<file path="config.mk">
export PLATFORM = sky130hd
export DESIGN_NAME = burstSequencer
export DESIGN_NICKNAME = d
export VERILOG_FILES = /design/src/logic/sdramPkg.sv /design/src/logic/burstSequencer.sv
export SDC_FILE = /design/constraint.sdc
export NUM_CORES = 1
export LEC_CHECK = 0
export BUFFER_PORTS_ARGS = -buffer_cell sky130_fd_sc_hd__buf_2
export CORE_AREA = 3 3 109 111
export CTS_CLUSTER_SIZE = 10
export DETAILED_ROUTE_END_ITERATION = 8
export DIE_AREA = 0 0 112 114
export GPL_TIMING_DRIVEN = 0
export HOLD_SLACK_MARGIN = 0.15
export SETUP_SLACK_MARGIN = 0.2
export SYNTH_ARGS = -nofsm -noshare
export SYNTH_HDL_FRONTEND = slang
export SYNTH_SLANG_ARGS = --single-unit
</file>
<file path="constraint.sdc">
create_clock -name CLK -period 5 [get_ports CLK]
set_input_delay 0.5 -clock CLK [delete_from_list [all_inputs] [get_ports CLK]]
set_output_delay 0.5 -clock CLK [all_outputs]
set_load 0.02 [all_outputs]
</file>
<file path="src/logic/sdramPkg.sv">
/* Widths, SDRAM timing, command codes and the shared structs
   for the frame-buffer controller */
`default_nettype none

package sdramPkg;

    // ====================
    // Widths
    // ====================
    localparam int DATA_W     = 16;
    localparam int COL_W      = 8;
    localparam int ROW_W      = 12;
    localparam int BANK_W     = 2;
    localparam int ADDR_W     = COL_W + ROW_W + BANK_W;  // 22-bit word address
    localparam int LEN_W      = 8;
    localparam int FIFO_DEPTH = 512;
    localparam int PTR_W      = $clog2(FIFO_DEPTH);
    localparam int CNT_W      = 10;                      // Holds 0..FIFO_DEPTH

    // ====================
    // Timing in CLK cycles
    // ====================
    localparam int CAS_LAT    = 2;
    localparam int T_RCD      = 2;
    localparam int T_RP       = 2;
    localparam int T_RFC      = 7;
    localparam int REF_PERIOD = 390;
    localparam int INIT_WAIT  = 200;                     // Short power-up wait for sim
    localparam int WAIT_W     = $clog2(INIT_WAIT + 1);
    localparam int REF_W      = $clog2(REF_PERIOD);

    // Command codes in {rasN, casN, weN} bit order
    localparam logic [2:0] CMD_NOP       = 3'b111;
    localparam logic [2:0] CMD_ACTIVE    = 3'b011;
    localparam logic [2:0] CMD_READ      = 3'b101;
    localparam logic [2:0] CMD_WRITE     = 3'b100;
    localparam logic [2:0] CMD_BSTOP     = 3'b110;
    localparam logic [2:0] CMD_PRECHARGE = 3'b010;
    localparam logic [2:0] CMD_REFRESH   = 3'b001;
    localparam logic [2:0] CMD_MODE      = 3'b000;

    // Burst write, normal op, CAS 2, sequential, full page
    localparam logic [ROW_W-1:0] MODE_WORD = {2'b00, 1'b0, 2'b00, 3'(CAS_LAT), 1'b0, 3'b111};
    localparam logic [ROW_W-1:0] PRE_ALL   = ROW_W'(1 << 10);  // A10 selects all banks

    typedef struct packed {
        logic                cke;
        logic                csN;
        logic                rasN;
        logic                casN;
        logic                weN;
        logic [BANK_W-1:0]   ba;
        logic [ROW_W-1:0]    addr;
        logic [DATA_W/8-1:0] dqm;
    } sdramBus;

    typedef struct packed {
        logic [ADDR_W-1:0] startAddr;
        logic [ADDR_W-1:0] maxAddr;
        logic [LEN_W-1:0]  length;
    } portConfig;

    typedef struct packed {
        logic              isWrite;
        logic [ADDR_W-1:0] addr;
        logic [LEN_W-1:0]  length;
    } burstReq;

endpackage

`default_nettype wire

</file>
<file path="src/logic/burstSequencer.sv">
/* SDRAM init, auto-refresh and page-mode burst FSM driving the
   registered command bus, write data and read FIFO strobes */
`timescale 1ns/1ps
`default_nettype none

module burstSequencer
    import sdramPkg::*;
(
    input  wire logic              CLK,
    input  wire logic              RESET_N,
    input  wire burstReq           req,
    input  wire logic              reqValid,
    output logic                   burstDone,
    output sdramBus                sdram,
    output logic [DATA_W-1:0]      dqOut,
    output logic                   dqOe,
    input  wire logic [DATA_W-1:0] wrData,
    output logic                   wrPop,
    input  wire logic [DATA_W-1:0] dqIn,
    output logic                   rdPush,
    output logic [DATA_W-1:0]      rdWord
);

    typedef enum logic [2:0] {INIT, IDLE, REF, ACT, BURST, STOP, CLOSE, PRE} seqPhase;

    seqPhase             phase;
    logic [WAIT_W-1:0]   cnt;          // Wait countdown
    logic [LEN_W-1:0]    beat;
    logic                initDone;
    logic                initRef;      // First init refresh issued
    burstReq             cur;          // Accepted burst
    logic [2:0]          cmd;
    logic [BANK_W-1:0]   busBa;
    logic [ROW_W-1:0]    busAddr;
    logic [DATA_W/8-1:0] busDqm;
    logic [REF_W-1:0]    refTimer;
    logic                refPending;
    logic                refAck;
    logic                accept;
    logic [CAS_LAT+1:0]  rdPipe;       // Read beat delayed to rdWord

    // Address fields
    logic [BANK_W-1:0] reqBank;
    logic [ROW_W-1:0]  reqRow;
    logic [COL_W-1:0]  curCol;

    assign reqBank = req.addr[COL_W+ROW_W +: BANK_W];
    assign reqRow  = req.addr[COL_W +: ROW_W];
    assign curCol  = cur.addr[COL_W-1:0];

    assign refAck = (phase == IDLE) && refPending;          // Refresh beats a request
    assign accept = (phase == IDLE) && !refPending && reqValid && !burstDone;

    // Bus straight from registers
    assign sdram = '{cke: 1'b1, csN: 1'b0, rasN: cmd[2], casN: cmd[1], weN: cmd[0],
                     ba: busBa, addr: busAddr, dqm: busDqm};
    assign wrPop  = (phase == BURST) && cur.isWrite;        // Head lands with WRITE beat
    assign dqOut  = wrData;
    assign rdPush = rdPipe[CAS_LAT+1];

    // ====================
    // Command FSM
    // ====================
    always_ff @(posedge CLK or negedge RESET_N)
    begin
        if (!RESET_N)
        begin
            phase     <= INIT;
            cnt       <= WAIT_W'(INIT_WAIT - 1);
            beat      <= '0;
            initDone  <= 1'b0;
            initRef   <= 1'b0;
            cmd       <= CMD_NOP;
            busBa     <= '0;
            busAddr   <= '0;
            busDqm    <= '1;
            dqOe      <= 1'b0;
            burstDone <= 1'b0;
        end
        else
        begin
            cmd       <= CMD_NOP;       // One-cycle commands
            busDqm    <= '1;
            dqOe      <= 1'b0;
            burstDone <= 1'b0;
            case (phase)
                INIT:
                    if (cnt == '0)
                        phase <= CLOSE;     // Precharge all
                    else
                        cnt <= cnt - 1'b1;
                IDLE:
                    if (refAck)
                    begin
                        cmd   <= CMD_REFRESH;
                        cnt   <= WAIT_W'(T_RFC - 1);
                        phase <= REF;
                    end
                    else if (accept)
                    begin
                        cmd     <= CMD_ACTIVE;
                        busBa   <= reqBank;
                        busAddr <= reqRow;
                        cnt     <= WAIT_W'(T_RCD - 2);
                        phase   <= ACT;
                    end
                ACT:
                    if (cnt == '0)
                    begin
                        beat  <= '0;
                        phase <= BURST;
                    end
                    else
                        cnt <= cnt - 1'b1;
                BURST:
                begin
                    if (beat == '0)
                    begin
                        cmd     <= cur.isWrite ? CMD_WRITE : CMD_READ;
                        busAddr <= ROW_W'(curCol);  // A10 low, no auto precharge
                    end
                    busDqm <= '0;
                    dqOe   <= cur.isWrite;
                    beat   <= beat + 1'b1;
                    if (beat == cur.length - 1'b1)
                        phase <= STOP;
                end
                STOP:
                begin
                    cmd   <= CMD_BSTOP;             // Ends full-page burst
                    phase <= CLOSE;
                end
                CLOSE:
                begin
                    cmd     <= CMD_PRECHARGE;
                    busAddr <= initDone ? '0 : PRE_ALL;
                    cnt     <= WAIT_W'(T_RP - 1);
                    phase   <= PRE;
                end
                PRE:
                    if (cnt != '0)
                        cnt <= cnt - 1'b1;
                    else if (initDone)
                    begin
                        burstDone <= 1'b1;
                        phase     <= IDLE;
                    end
                    else
                    begin
                        cmd   <= CMD_REFRESH;       // First init refresh
                        cnt   <= WAIT_W'(T_RFC - 1);
                        phase <= REF;
                    end
                REF:
                    if (cnt != '0)
                        cnt <= cnt - 1'b1;
                    else if (initDone)
                        phase <= IDLE;
                    else if (!initRef)
                    begin
                        cmd     <= CMD_REFRESH;
                        cnt     <= WAIT_W'(T_RFC - 1);
                        initRef <= 1'b1;
                    end
                    else
                    begin
                        cmd      <= CMD_MODE;
                        busBa    <= '0;
                        busAddr  <= MODE_WORD;
                        cnt      <= WAIT_W'(T_RP - 1);  // Mode-set gap
                        initDone <= 1'b1;
                    end
                default:
                    phase <= IDLE;
            endcase
        end
    end

    // Accepted burst and captured read data
    always_ff @(posedge CLK)
    begin
        if (accept)
            cur <= req;
        rdWord <= dqIn;
    end

    // Read beats reach rdWord CAS_LAT + 2 cycles after issue
    always_ff @(posedge CLK or negedge RESET_N)
    begin
        if (!RESET_N)
            rdPipe <= '0;
        else
            rdPipe <= {rdPipe[CAS_LAT:0], (phase == BURST) && !cur.isWrite};
    end

    // ====================
    // Refresh interval
    // ====================
    always_ff @(posedge CLK or negedge RESET_N)
    begin
        if (!RESET_N)
        begin
            refTimer   <= '0;
            refPending <= 1'b0;
        end
        else
        begin
            if (refTimer == REF_W'(REF_PERIOD - 1))
            begin
                refTimer   <= '0;
                refPending <= 1'b1;     // Held until served
            end
            else
            begin
                refTimer <= refTimer + 1'b1;
                if (refAck)
                    refPending <= 1'b0;
            end
        end
    end

endmodule

`default_nettype wire

</file>
==> metrics.yaml, run 1 <==
worst_setup_path:
  worst-path-max-fanout: 20
  critPathCaptureType: "register"
  cp.arrival_ps: 2830
  critPathKind: "reg2reg"
  critical_path_required_ps: 5250
  crit_path_start: "phase[2]$_DFFE_PN0P_"
  r2r-start: "phase[2]$_DFFE_PN0P_"
  cp-start-kind: "register"
  r2r_setup_slack_ps: 2430
hold_path:
  hold_path_class: "in2async"
clock_tree:
  ctsResizeCount: 0
  clk_pin_slew_worst_paths_ps: 90
  cts.sinks: 88
  clockBufferDepth: 2
  cts_setup_buffers: 0
  clock_latency_ps: 370
  h-tree-depth: 3
  cts_hold_buf: 0
  cts-root-buf: "clkbuf_8"
  cts_made_buffers: 9
  cts_tree: "built"
cells_and_area:
  syn_to_final_growth_pct: 22.0
  nFillCells: 1060
  num_antenna_cells: 0
  final_nets: 561
  finalInstanceArea_mm2: 0.00491
  drive_above_1_share_pct: 35.6
power:
  p_total_mw: 2.51
  p_leak_nw: 2.17
  vdd_drop_max_v: 0.000204
  power_per_cell_area_mw_per_mm2: 512
timing:
  timing.hold.ws_ps: 178
  finalSetupViolations: 0
  fin_crit_sh_pct: 51.5
  clock-skew-final_ps: 14.5
  period_minus_slack_ps: 2570
  fmax_ghz: 0.389
  setup_slack_ps: 2430
  slew-limit-headroom_pct: 47.1
  worst-slew-pin-transition_ps: 790
  hold_viol_final: 0
  rsz0062_at_grt: "no"
  final.setup.tns_ps: 0
  slew_viol_final: 0
placed_design:
  place_congestion: 0.860
  place_ws_ps: 2400
  portBuffers: 104
  place_hpwl_mm: 6.35
  postPlaceCellArea_mm2: 0.00472
routing:
  drtAntennaViolNets: 0
  viasPerCell: 4.91
  via_count: 3116
  wl_per_cell_um: 13.6
  wl_mm: 8.60
  firstDrtPassIters: 4
  first_iter_violations: 185
  route.detailed.drc: 0
yosys:
  synth_area_mm2: 0.00402
  synth_enable_flop_cells: 17
  synth-main-ff-cell: "dfrtp_1"
  synth_nets: 446
  netlist_instances: 374
  yosysSeqAreaShare_pct: 55.1
  yosys.area.top_type_share_pct: 28.6
  synth.most_common_cell: "dfrtp_1"
  avgSynthCellArea_um2: 10.8
  yosys.area.top_type: "dfrtp_1"
  yosysWarnings: 0
  synth_common_cells: "46 x dfrtp_1, 33 x nor2_1, 25 x o21ai_0"
  synth_cell_types: 65
  ys_seq_elements: 88
  async_flop_share_pct: 62.5
  synthTopCellsByArea: "dfrtp_1 29%, edfxtp_1 13%, dfxtp_1 8.0%, dfstp_2 5.9%, buf_4 3.7%"
run:
  maxCapViolCount: 0
die:
  num_io_pins: 123
  start_util_pct: 36.9
  core-area_mm2: 0.0109
  dieArea_mm2: 0.0128
  fp.dieW_um: 112
  die_height_um: 114
  row_count: 38
global_routing:
  grt_max_degree: 56
  grt_pass1_wl_mm: 14.1
  grt-ovfl-total: 0
  antenna_found_initial: 0
  grt_use_total_pct: 13.8
  grt_pass1_vias: 2990
run_status:
  status: "finished clean"
[power by group]
group          internal [mW]  total [mW]  switching, mW
logic                  0.417        1.06          0.640
registers              0.903       0.996         0.0929
clock network          0.190       0.460          0.270
total                   1.51        2.51           1.00
[metrics by stage]
| stage | instances | util (%) |
|---|---|---|
| 4_1_cts | 634 | 45.0 |
| 3_5_place_dp | 618 | 43.3 |
| 3_3_place_gp | 618 | 43.3 |
| 6_report | 634 | 45.1 |
| 2_1_floorplan | 374 | - |
| 5_1_grt | 634 | 45.1 |
[per-layer routing]
layer / GRT usage [%] / share of wire (%) / vias up
li1: - / - / 1527
met1: 17.7 / 45 / 1467
met2: 22.0 / 46 / 103
met3: 3.93 / 6.6 / 19
met4: 5.77 / 2.1 / 0
met5: 0 / 0 / -
[final timing paths]
path | depth (start not counted) | end
setup / recovery | 6 | busBa[1]$_DFFE_PN0P_
hold / removal | 1 | cnt[5]$_DFFE_PN0P_
max in group asynchronous | 1 | busAddr[0]$_DFFE_PN0P_
min in group CLK | 1 | rdWord[5]$_DFF_P_
setup reg to reg | 6 | busBa[1]$_DFFE_PN0P_
hold reg to reg | 0 | rdPipe[3]$_DFF_PN0_
[layout make-up]
cell class,instances,area (um2),share of cell area [%]
buffer,32,213,4.33
clock buffer,9,124,2.52
clock inverter,7,62.6,1.27
inverter,19,71.3,1.45
multi-input combinational,235,1520,31.0
sequential,88,2220,45.2
tap,140,175,3.57
timing repair buffer,104,523,10.7
[worst max-delay path, cell delays in order (launching register included)]
cell and delay, ps:
dfrtp_1 470, nor2_1 280, nand2_1 170, or3_1 440, inv_1 590, o21ai_0 280
a22o_1 230
[sequential cells by signal, indices dropped and copies added, names as in the netlist, 2 cells and up]
signal,count
cur,17
rdWord,16
busAddr,12
refTimer,9
beat,8
cnt,8
rdPipe,4
cmd,3
phase,3
busBa,2
[cell families after synthesis]
kind of cell             count (synthesis)  synth area share [%]
AO/OA/AOI/OAI                           81                  14.3
XOR/XNOR                                24                  5.23
adder cells (fa/ha/maj)                  6                  1.87
buffers and inverters                   51                  7.06
flip-flops                              88                  55.1
multiplexers                             1                 0.249
other                                    2                 0.187
AND/OR/NAND/NOR                        121                  16.0
[placed cells by master, fill, tap and decap left out, drive strengths merged, types with 3 or more instances in the layout]
master,n
edfxtp,17
dfrtp,46
xnor2,14
nor2,33
or3,4
a22oi,7
a22o,4
or2,3
a31oi,9
and2,5
xor2,10
clkinv,4
dfstp,9
clkbuf,17
or4,3
ha,6
o22a,3
nand3,15
nand4,4
o211ai,3
nor2b,8
dfxtp,16
nor4,4
buf,128
nor3,9
a21oi,14
inv,22
nand2,20
nand2b,6
o21ai,28
Note: power is estimated with default switching activity, not from simulation.
==> run 2: changes to the inputs <==
--- a/config.mk
+++ b/config.mk
@@ -5,11 +5,12 @@
 export SDC_FILE = /design/constraint.sdc
 export NUM_CORES = 1
 export LEC_CHECK = 0
+export ABC_AREA = 1
 export BUFFER_PORTS_ARGS = -buffer_cell sky130_fd_sc_hd__buf_2
-export CORE_AREA = 3 3 109 111
+export CORE_AREA = 3 3 110 112
 export CTS_CLUSTER_SIZE = 10
 export DETAILED_ROUTE_END_ITERATION = 8
-export DIE_AREA = 0 0 112 114
+export DIE_AREA = 0 0 113 115
 export GPL_TIMING_DRIVEN = 0
 export HOLD_SLACK_MARGIN = 0.15
 export SETUP_SLACK_MARGIN = 0.2
==> constraint.sdc (replaced) <==
create_clock -name CLK -period 2.2 [get_ports CLK]
set_input_delay 0.22 -clock CLK [delete_from_list [all_inputs] [get_ports CLK]]
set_output_delay 0.22 -clock CLK [all_outputs]
set_load 0.02 [all_outputs]
==> metrics.yaml, run 2 <==
run_status:
  status: "finished clean"  # unchanged
die:
  core-area_mm2: 0.0113  # was 0.0109 mm2
  num_io_pins: 123  # unchanged
  die_height_um: 115  # was 114 um
  fp.dieW_um: 113  # was 112 um
  row_count: 39  # was 38
  start_util_pct: 36.3  # was 36.9%
  dieArea_mm2: 0.0130  # was 0.0128 mm2
worst_setup_path:
  critical_path_required_ps: 2420  # was 5250 ps
  path_cells: "inv_1 -> ha_1 -> nand3_1 -> o21ai_2 -> inv_2 -> nor2_4 -> o21ai_4 -> nor2_8 -> inv_4 -> buf_6 -> nand2_1 -> nand2_1"  # was nor2_1 -> nand2_1 -> or3_1 -> inv_1 -> o21ai_0 -> a22o_1
  worst_path_largest_cell_delay_ps: 420  # was 590 ps
  r2r_setup_slack_ps: 330  # was 2430 ps
  r2r-start: "beat[1]$_DFFE_PN0P_"  # was phase[2]$_DFFE_PN0P_
  endpoint: "busAddr[9]$_DFFE_PN0P_"  # was busBa[1]$_DFFE_PN0P_
  cp-start-kind: "register"  # unchanged
  critPathKind: "reg2reg"  # unchanged
  crit_path_start: "beat[1]$_DFFE_PN0P_"  # was phase[2]$_DFFE_PN0P_
  critPathCaptureType: "register"  # unchanged
  rr_endpoint: "busAddr[9]$_DFFE_PN0P_"  # was busBa[1]$_DFFE_PN0P_
  path_common_cell: "nand2_1"
  path_depth: 12  # was 6
  worst_path_max_delay_cell: "dfrtp_1"  # was inv_1
  reg2reg_depth: 12  # was 6
  cp.arrival_ps: 2090  # was 2830 ps
  worstPathBufferInverterCount: 4  # was 1
  crit_family: "simple AND/OR/NAND/NOR gates"  # unchanged
  worst-path-max-fanout: 10  # was 20
global_routing:
  antenna_found_initial: 0  # unchanged
  grt-ovfl-total: 0  # unchanged
  grt_max_degree: 56  # unchanged
  grt_use_total_pct: 15.1  # was 13.8%
  grt_pass1_wl_mm: 15.9  # was 14.1 mm
  grt_pass1_vias: 3491  # was 2990
routing:
  via_count: 3482  # was 3116
  wl_mm: 9.28  # was 8.60 mm
  firstDrtPassIters: 4  # unchanged
  drtAntennaViolNets: 0  # unchanged
  route.detailed.drc: 0  # unchanged
  viasPerCell: 4.60  # was 4.91
  wl_per_cell_um: 12.3  # was 13.6 um
  first_iter_violations: 138  # was 185
cells_and_area:
  largest-register: "cur"  # unchanged
  syn_to_final_growth_pct: 35.4  # was 22.0%
  num_antenna_cells: 0  # unchanged
  finalNonFillerCells: 757  # was 634
  drive_above_1_share_pct: 31.1  # was 35.6%
  final_nets: 681  # was 561
  nFillCells: 1054  # was 1060
  mostFrequentLayoutCells: "113 x nand2_1, 104 x buf_2, 46 x dfrtp_1"  # was 104 x buf_2, 46 x dfrtp_1, 33 x nor2_1
  seq_area_mm2: 0.00222  # unchanged
  layout_commonest_cell: "nand2_1"  # was buf_2
  multi_input_area_mm2: 0.00152  # about the same
  top_regs: "cur: 17 flops, rdWord: 16 flops, busAddr: 12 flops"  # unchanged
  largest_reg_flops: 17  # unchanged
timing:
  rsz0062_at_grt: "yes"  # was no
  worst-slew-pin-transition_ps: 721  # was 790 ps
  fin_crit_sh_pct: 85.0  # was 51.5%
  hold_viol_final: 0  # unchanged
  slew-limit-headroom_pct: 51.5  # was 47.1%
  period_minus_slack_ps: 1870  # was 2570 ps
  finalSetupViolations: 0  # unchanged
  final.setup.tns_ps: 0  # unchanged
  slew_viol_final: 0  # unchanged
  clock-skew-final_ps: 9.01  # was 14.5 ps
  setup_slack_ps: 330  # was 2430 ps
  timing.hold.ws_ps: 209  # was 178 ps
  fmax_ghz: 0.535  # was 0.389 GHz
yosys:
  async_flop_share_pct: 62.5  # unchanged
  yosys.area.top_type_share_pct: 28.0  # was 28.6%
  avgSynthCellArea_um2: 9.12  # was 10.8 um2
  synth_cell_types: 42  # was 65
  yosys.area.top_type: "dfrtp_1"  # unchanged
  yosysWarnings: 0  # unchanged
  synth_area_mm2: 0.00411  # was 0.00402 mm2
  synth.most_common_cell: "nand2_1"  # was dfrtp_1
  synth_enable_flop_cells: 17  # unchanged
  ys_seq_elements: 88  # unchanged
  netlist_instances: 451  # was 374
  synth_common_cells: "113 x nand2_1, 47 x inv_1, 46 x dfrtp_1"  # was 46 x dfrtp_1, 33 x nor2_1, 25 x o21ai_0
  yosysSeqAreaShare_pct: 53.9  # was 55.1%
  synth-main-ff-cell: "dfrtp_1"  # unchanged
  synthTopCellsByArea: "dfrtp_1 28%, edfxtp_1 12%, nand2_1 10%, dfxtp_1 7.8%, dfstp_2 5.7%"  # was dfrtp_1 29%, edfxtp_1 13%, dfxtp_1 8.0%, dfstp_2 5.9%, buf_4 3.7%
  synth_nets: 523  # was 446
placed_design:
  dpl.cell_count: 698  # was 618
  portBuffers: 104  # unchanged
  place_congestion: 0.905  # was 0.860
  place_ws_ps: -21.8  # was 2400 ps
  place_hpwl_mm: 6.58  # was 6.35 mm
clock_tree:
  clockBufferDepth: 2  # unchanged
  cts.sinks: 88  # unchanged
  cts_made_buffers: 9  # unchanged
  cts_tree: "built"  # unchanged
  clock_latency_ps: 340  # was 370 ps
  cts-root-buf: "clkbuf_16"  # was clkbuf_8
  clk_pin_slew_worst_paths_ps: 60  # was 90 ps
  h-tree-depth: 3  # unchanged
power:
  p_leak_nw: 2.77  # was 2.17 nW
  power_per_cell_area_mw_per_mm2: 628  # was 512 mW/mm2
  vdd_drop_max_v: 0.000444  # was 0.000204 V
hold_path:
  hold_path_class: "in2reg"  # was in2async
run:
  maxCapViolCount: 0  # unchanged
==> run 2: stage by stage <==
stage	util [%]	total power, mW	cell area, um2
after floorplan	-	1.78	4110
after global placement	42.5	1.87	4810
after detailed placement	42.5	1.87	4810
after CTS	48.9	3.55	5540
after global routing	49.2	3.63	5570
final	49.2	3.50	5570
==> run 2: layout make-up <==
| type | instances | share of cell area, % |
|---|---|---|
| clock inverter | 5 | 1.46 |
| tap | 143 | 3.21 |
| inverter | 56 | 3.82 |
| buffer | 24 | 3.21 |
| timing repair buffer | 147 | 16.9 |
| sequential | 88 | 39.8 |
| multi-input combinational | 283 | 27.4 |
| clock buffer | 11 | 4.18 |
==> run 2: what timing repair did <==
item	CTS	global route
buffers inserted	2	2
hold buffers	38	1
pin swaps	1	1
hold endpoints to repair	38	46
setup endpoints to repair	14	12
gates resized for setup	3	5
==> run 2: worst min-delay path by stage <==
stage / start / end / slack, ps / depth (start not counted)
2_1_floorplan: RESET_N / beat[0]$_DFFE_PN0P_ / -80 / 0
3_3_place_gp: dqIn[3] / rdWord[3]$_DFF_P_ / 320 / 1
3_5_place_dp: dqIn[9] / rdWord[9]$_DFF_P_ / 320 / 1
4_1_cts: RESET_N / rdPipe[3]$_DFF_PN0_ / 180 / 1
5_1_grt: req[17] / busAddr[1]$_DFFE_PN0P_ / 220 / 3
6_report: req[17] / busAddr[1]$_DFFE_PN0P_ / 210 / 3
==> run 2: metal layers <==
layer	global-route usage (%)	part of all wire [%]	vias up	wire, um
li1	-	-	1748	-
met5	0	0	-	0
met3	4.37	8.6	12	795
met4	5.45	1.1	0	102
met1	19.5	45	1574	4180
met2	24.3	45	148	4200
==> run 2: logic make-up after synthesis <==
family	synth area share (%)
simple gates	22.7
xor+xnor	2.77
compound gates	9.10
buf+inv	9.49
flops	53.9
other cells	0.183
fa+ha+maj	1.83
==> run 2: worst register-to-register path, cell delays in order, from the launching register on <==
cell     delay, ps
dfrtp_1        420
inv_1          110
ha_1           140
nand3_1        120
o21ai_2        200
inv_2           80
nor2_4         100
o21ai_4         80
nor2_8         170
inv_4           70
buf_6          140
nand2_1         70
nand2_1         60
==> run 2: power by group <==
| part | internal [mW] | switching, mW | total [mW] |
|---|---|---|---|
| combinational | 0.116 | 0.0993 | 0.216 |
| clock | 0.996 | 0.611 | 1.61 |
| sequential | 1.67 | 0.00384 | 1.68 |
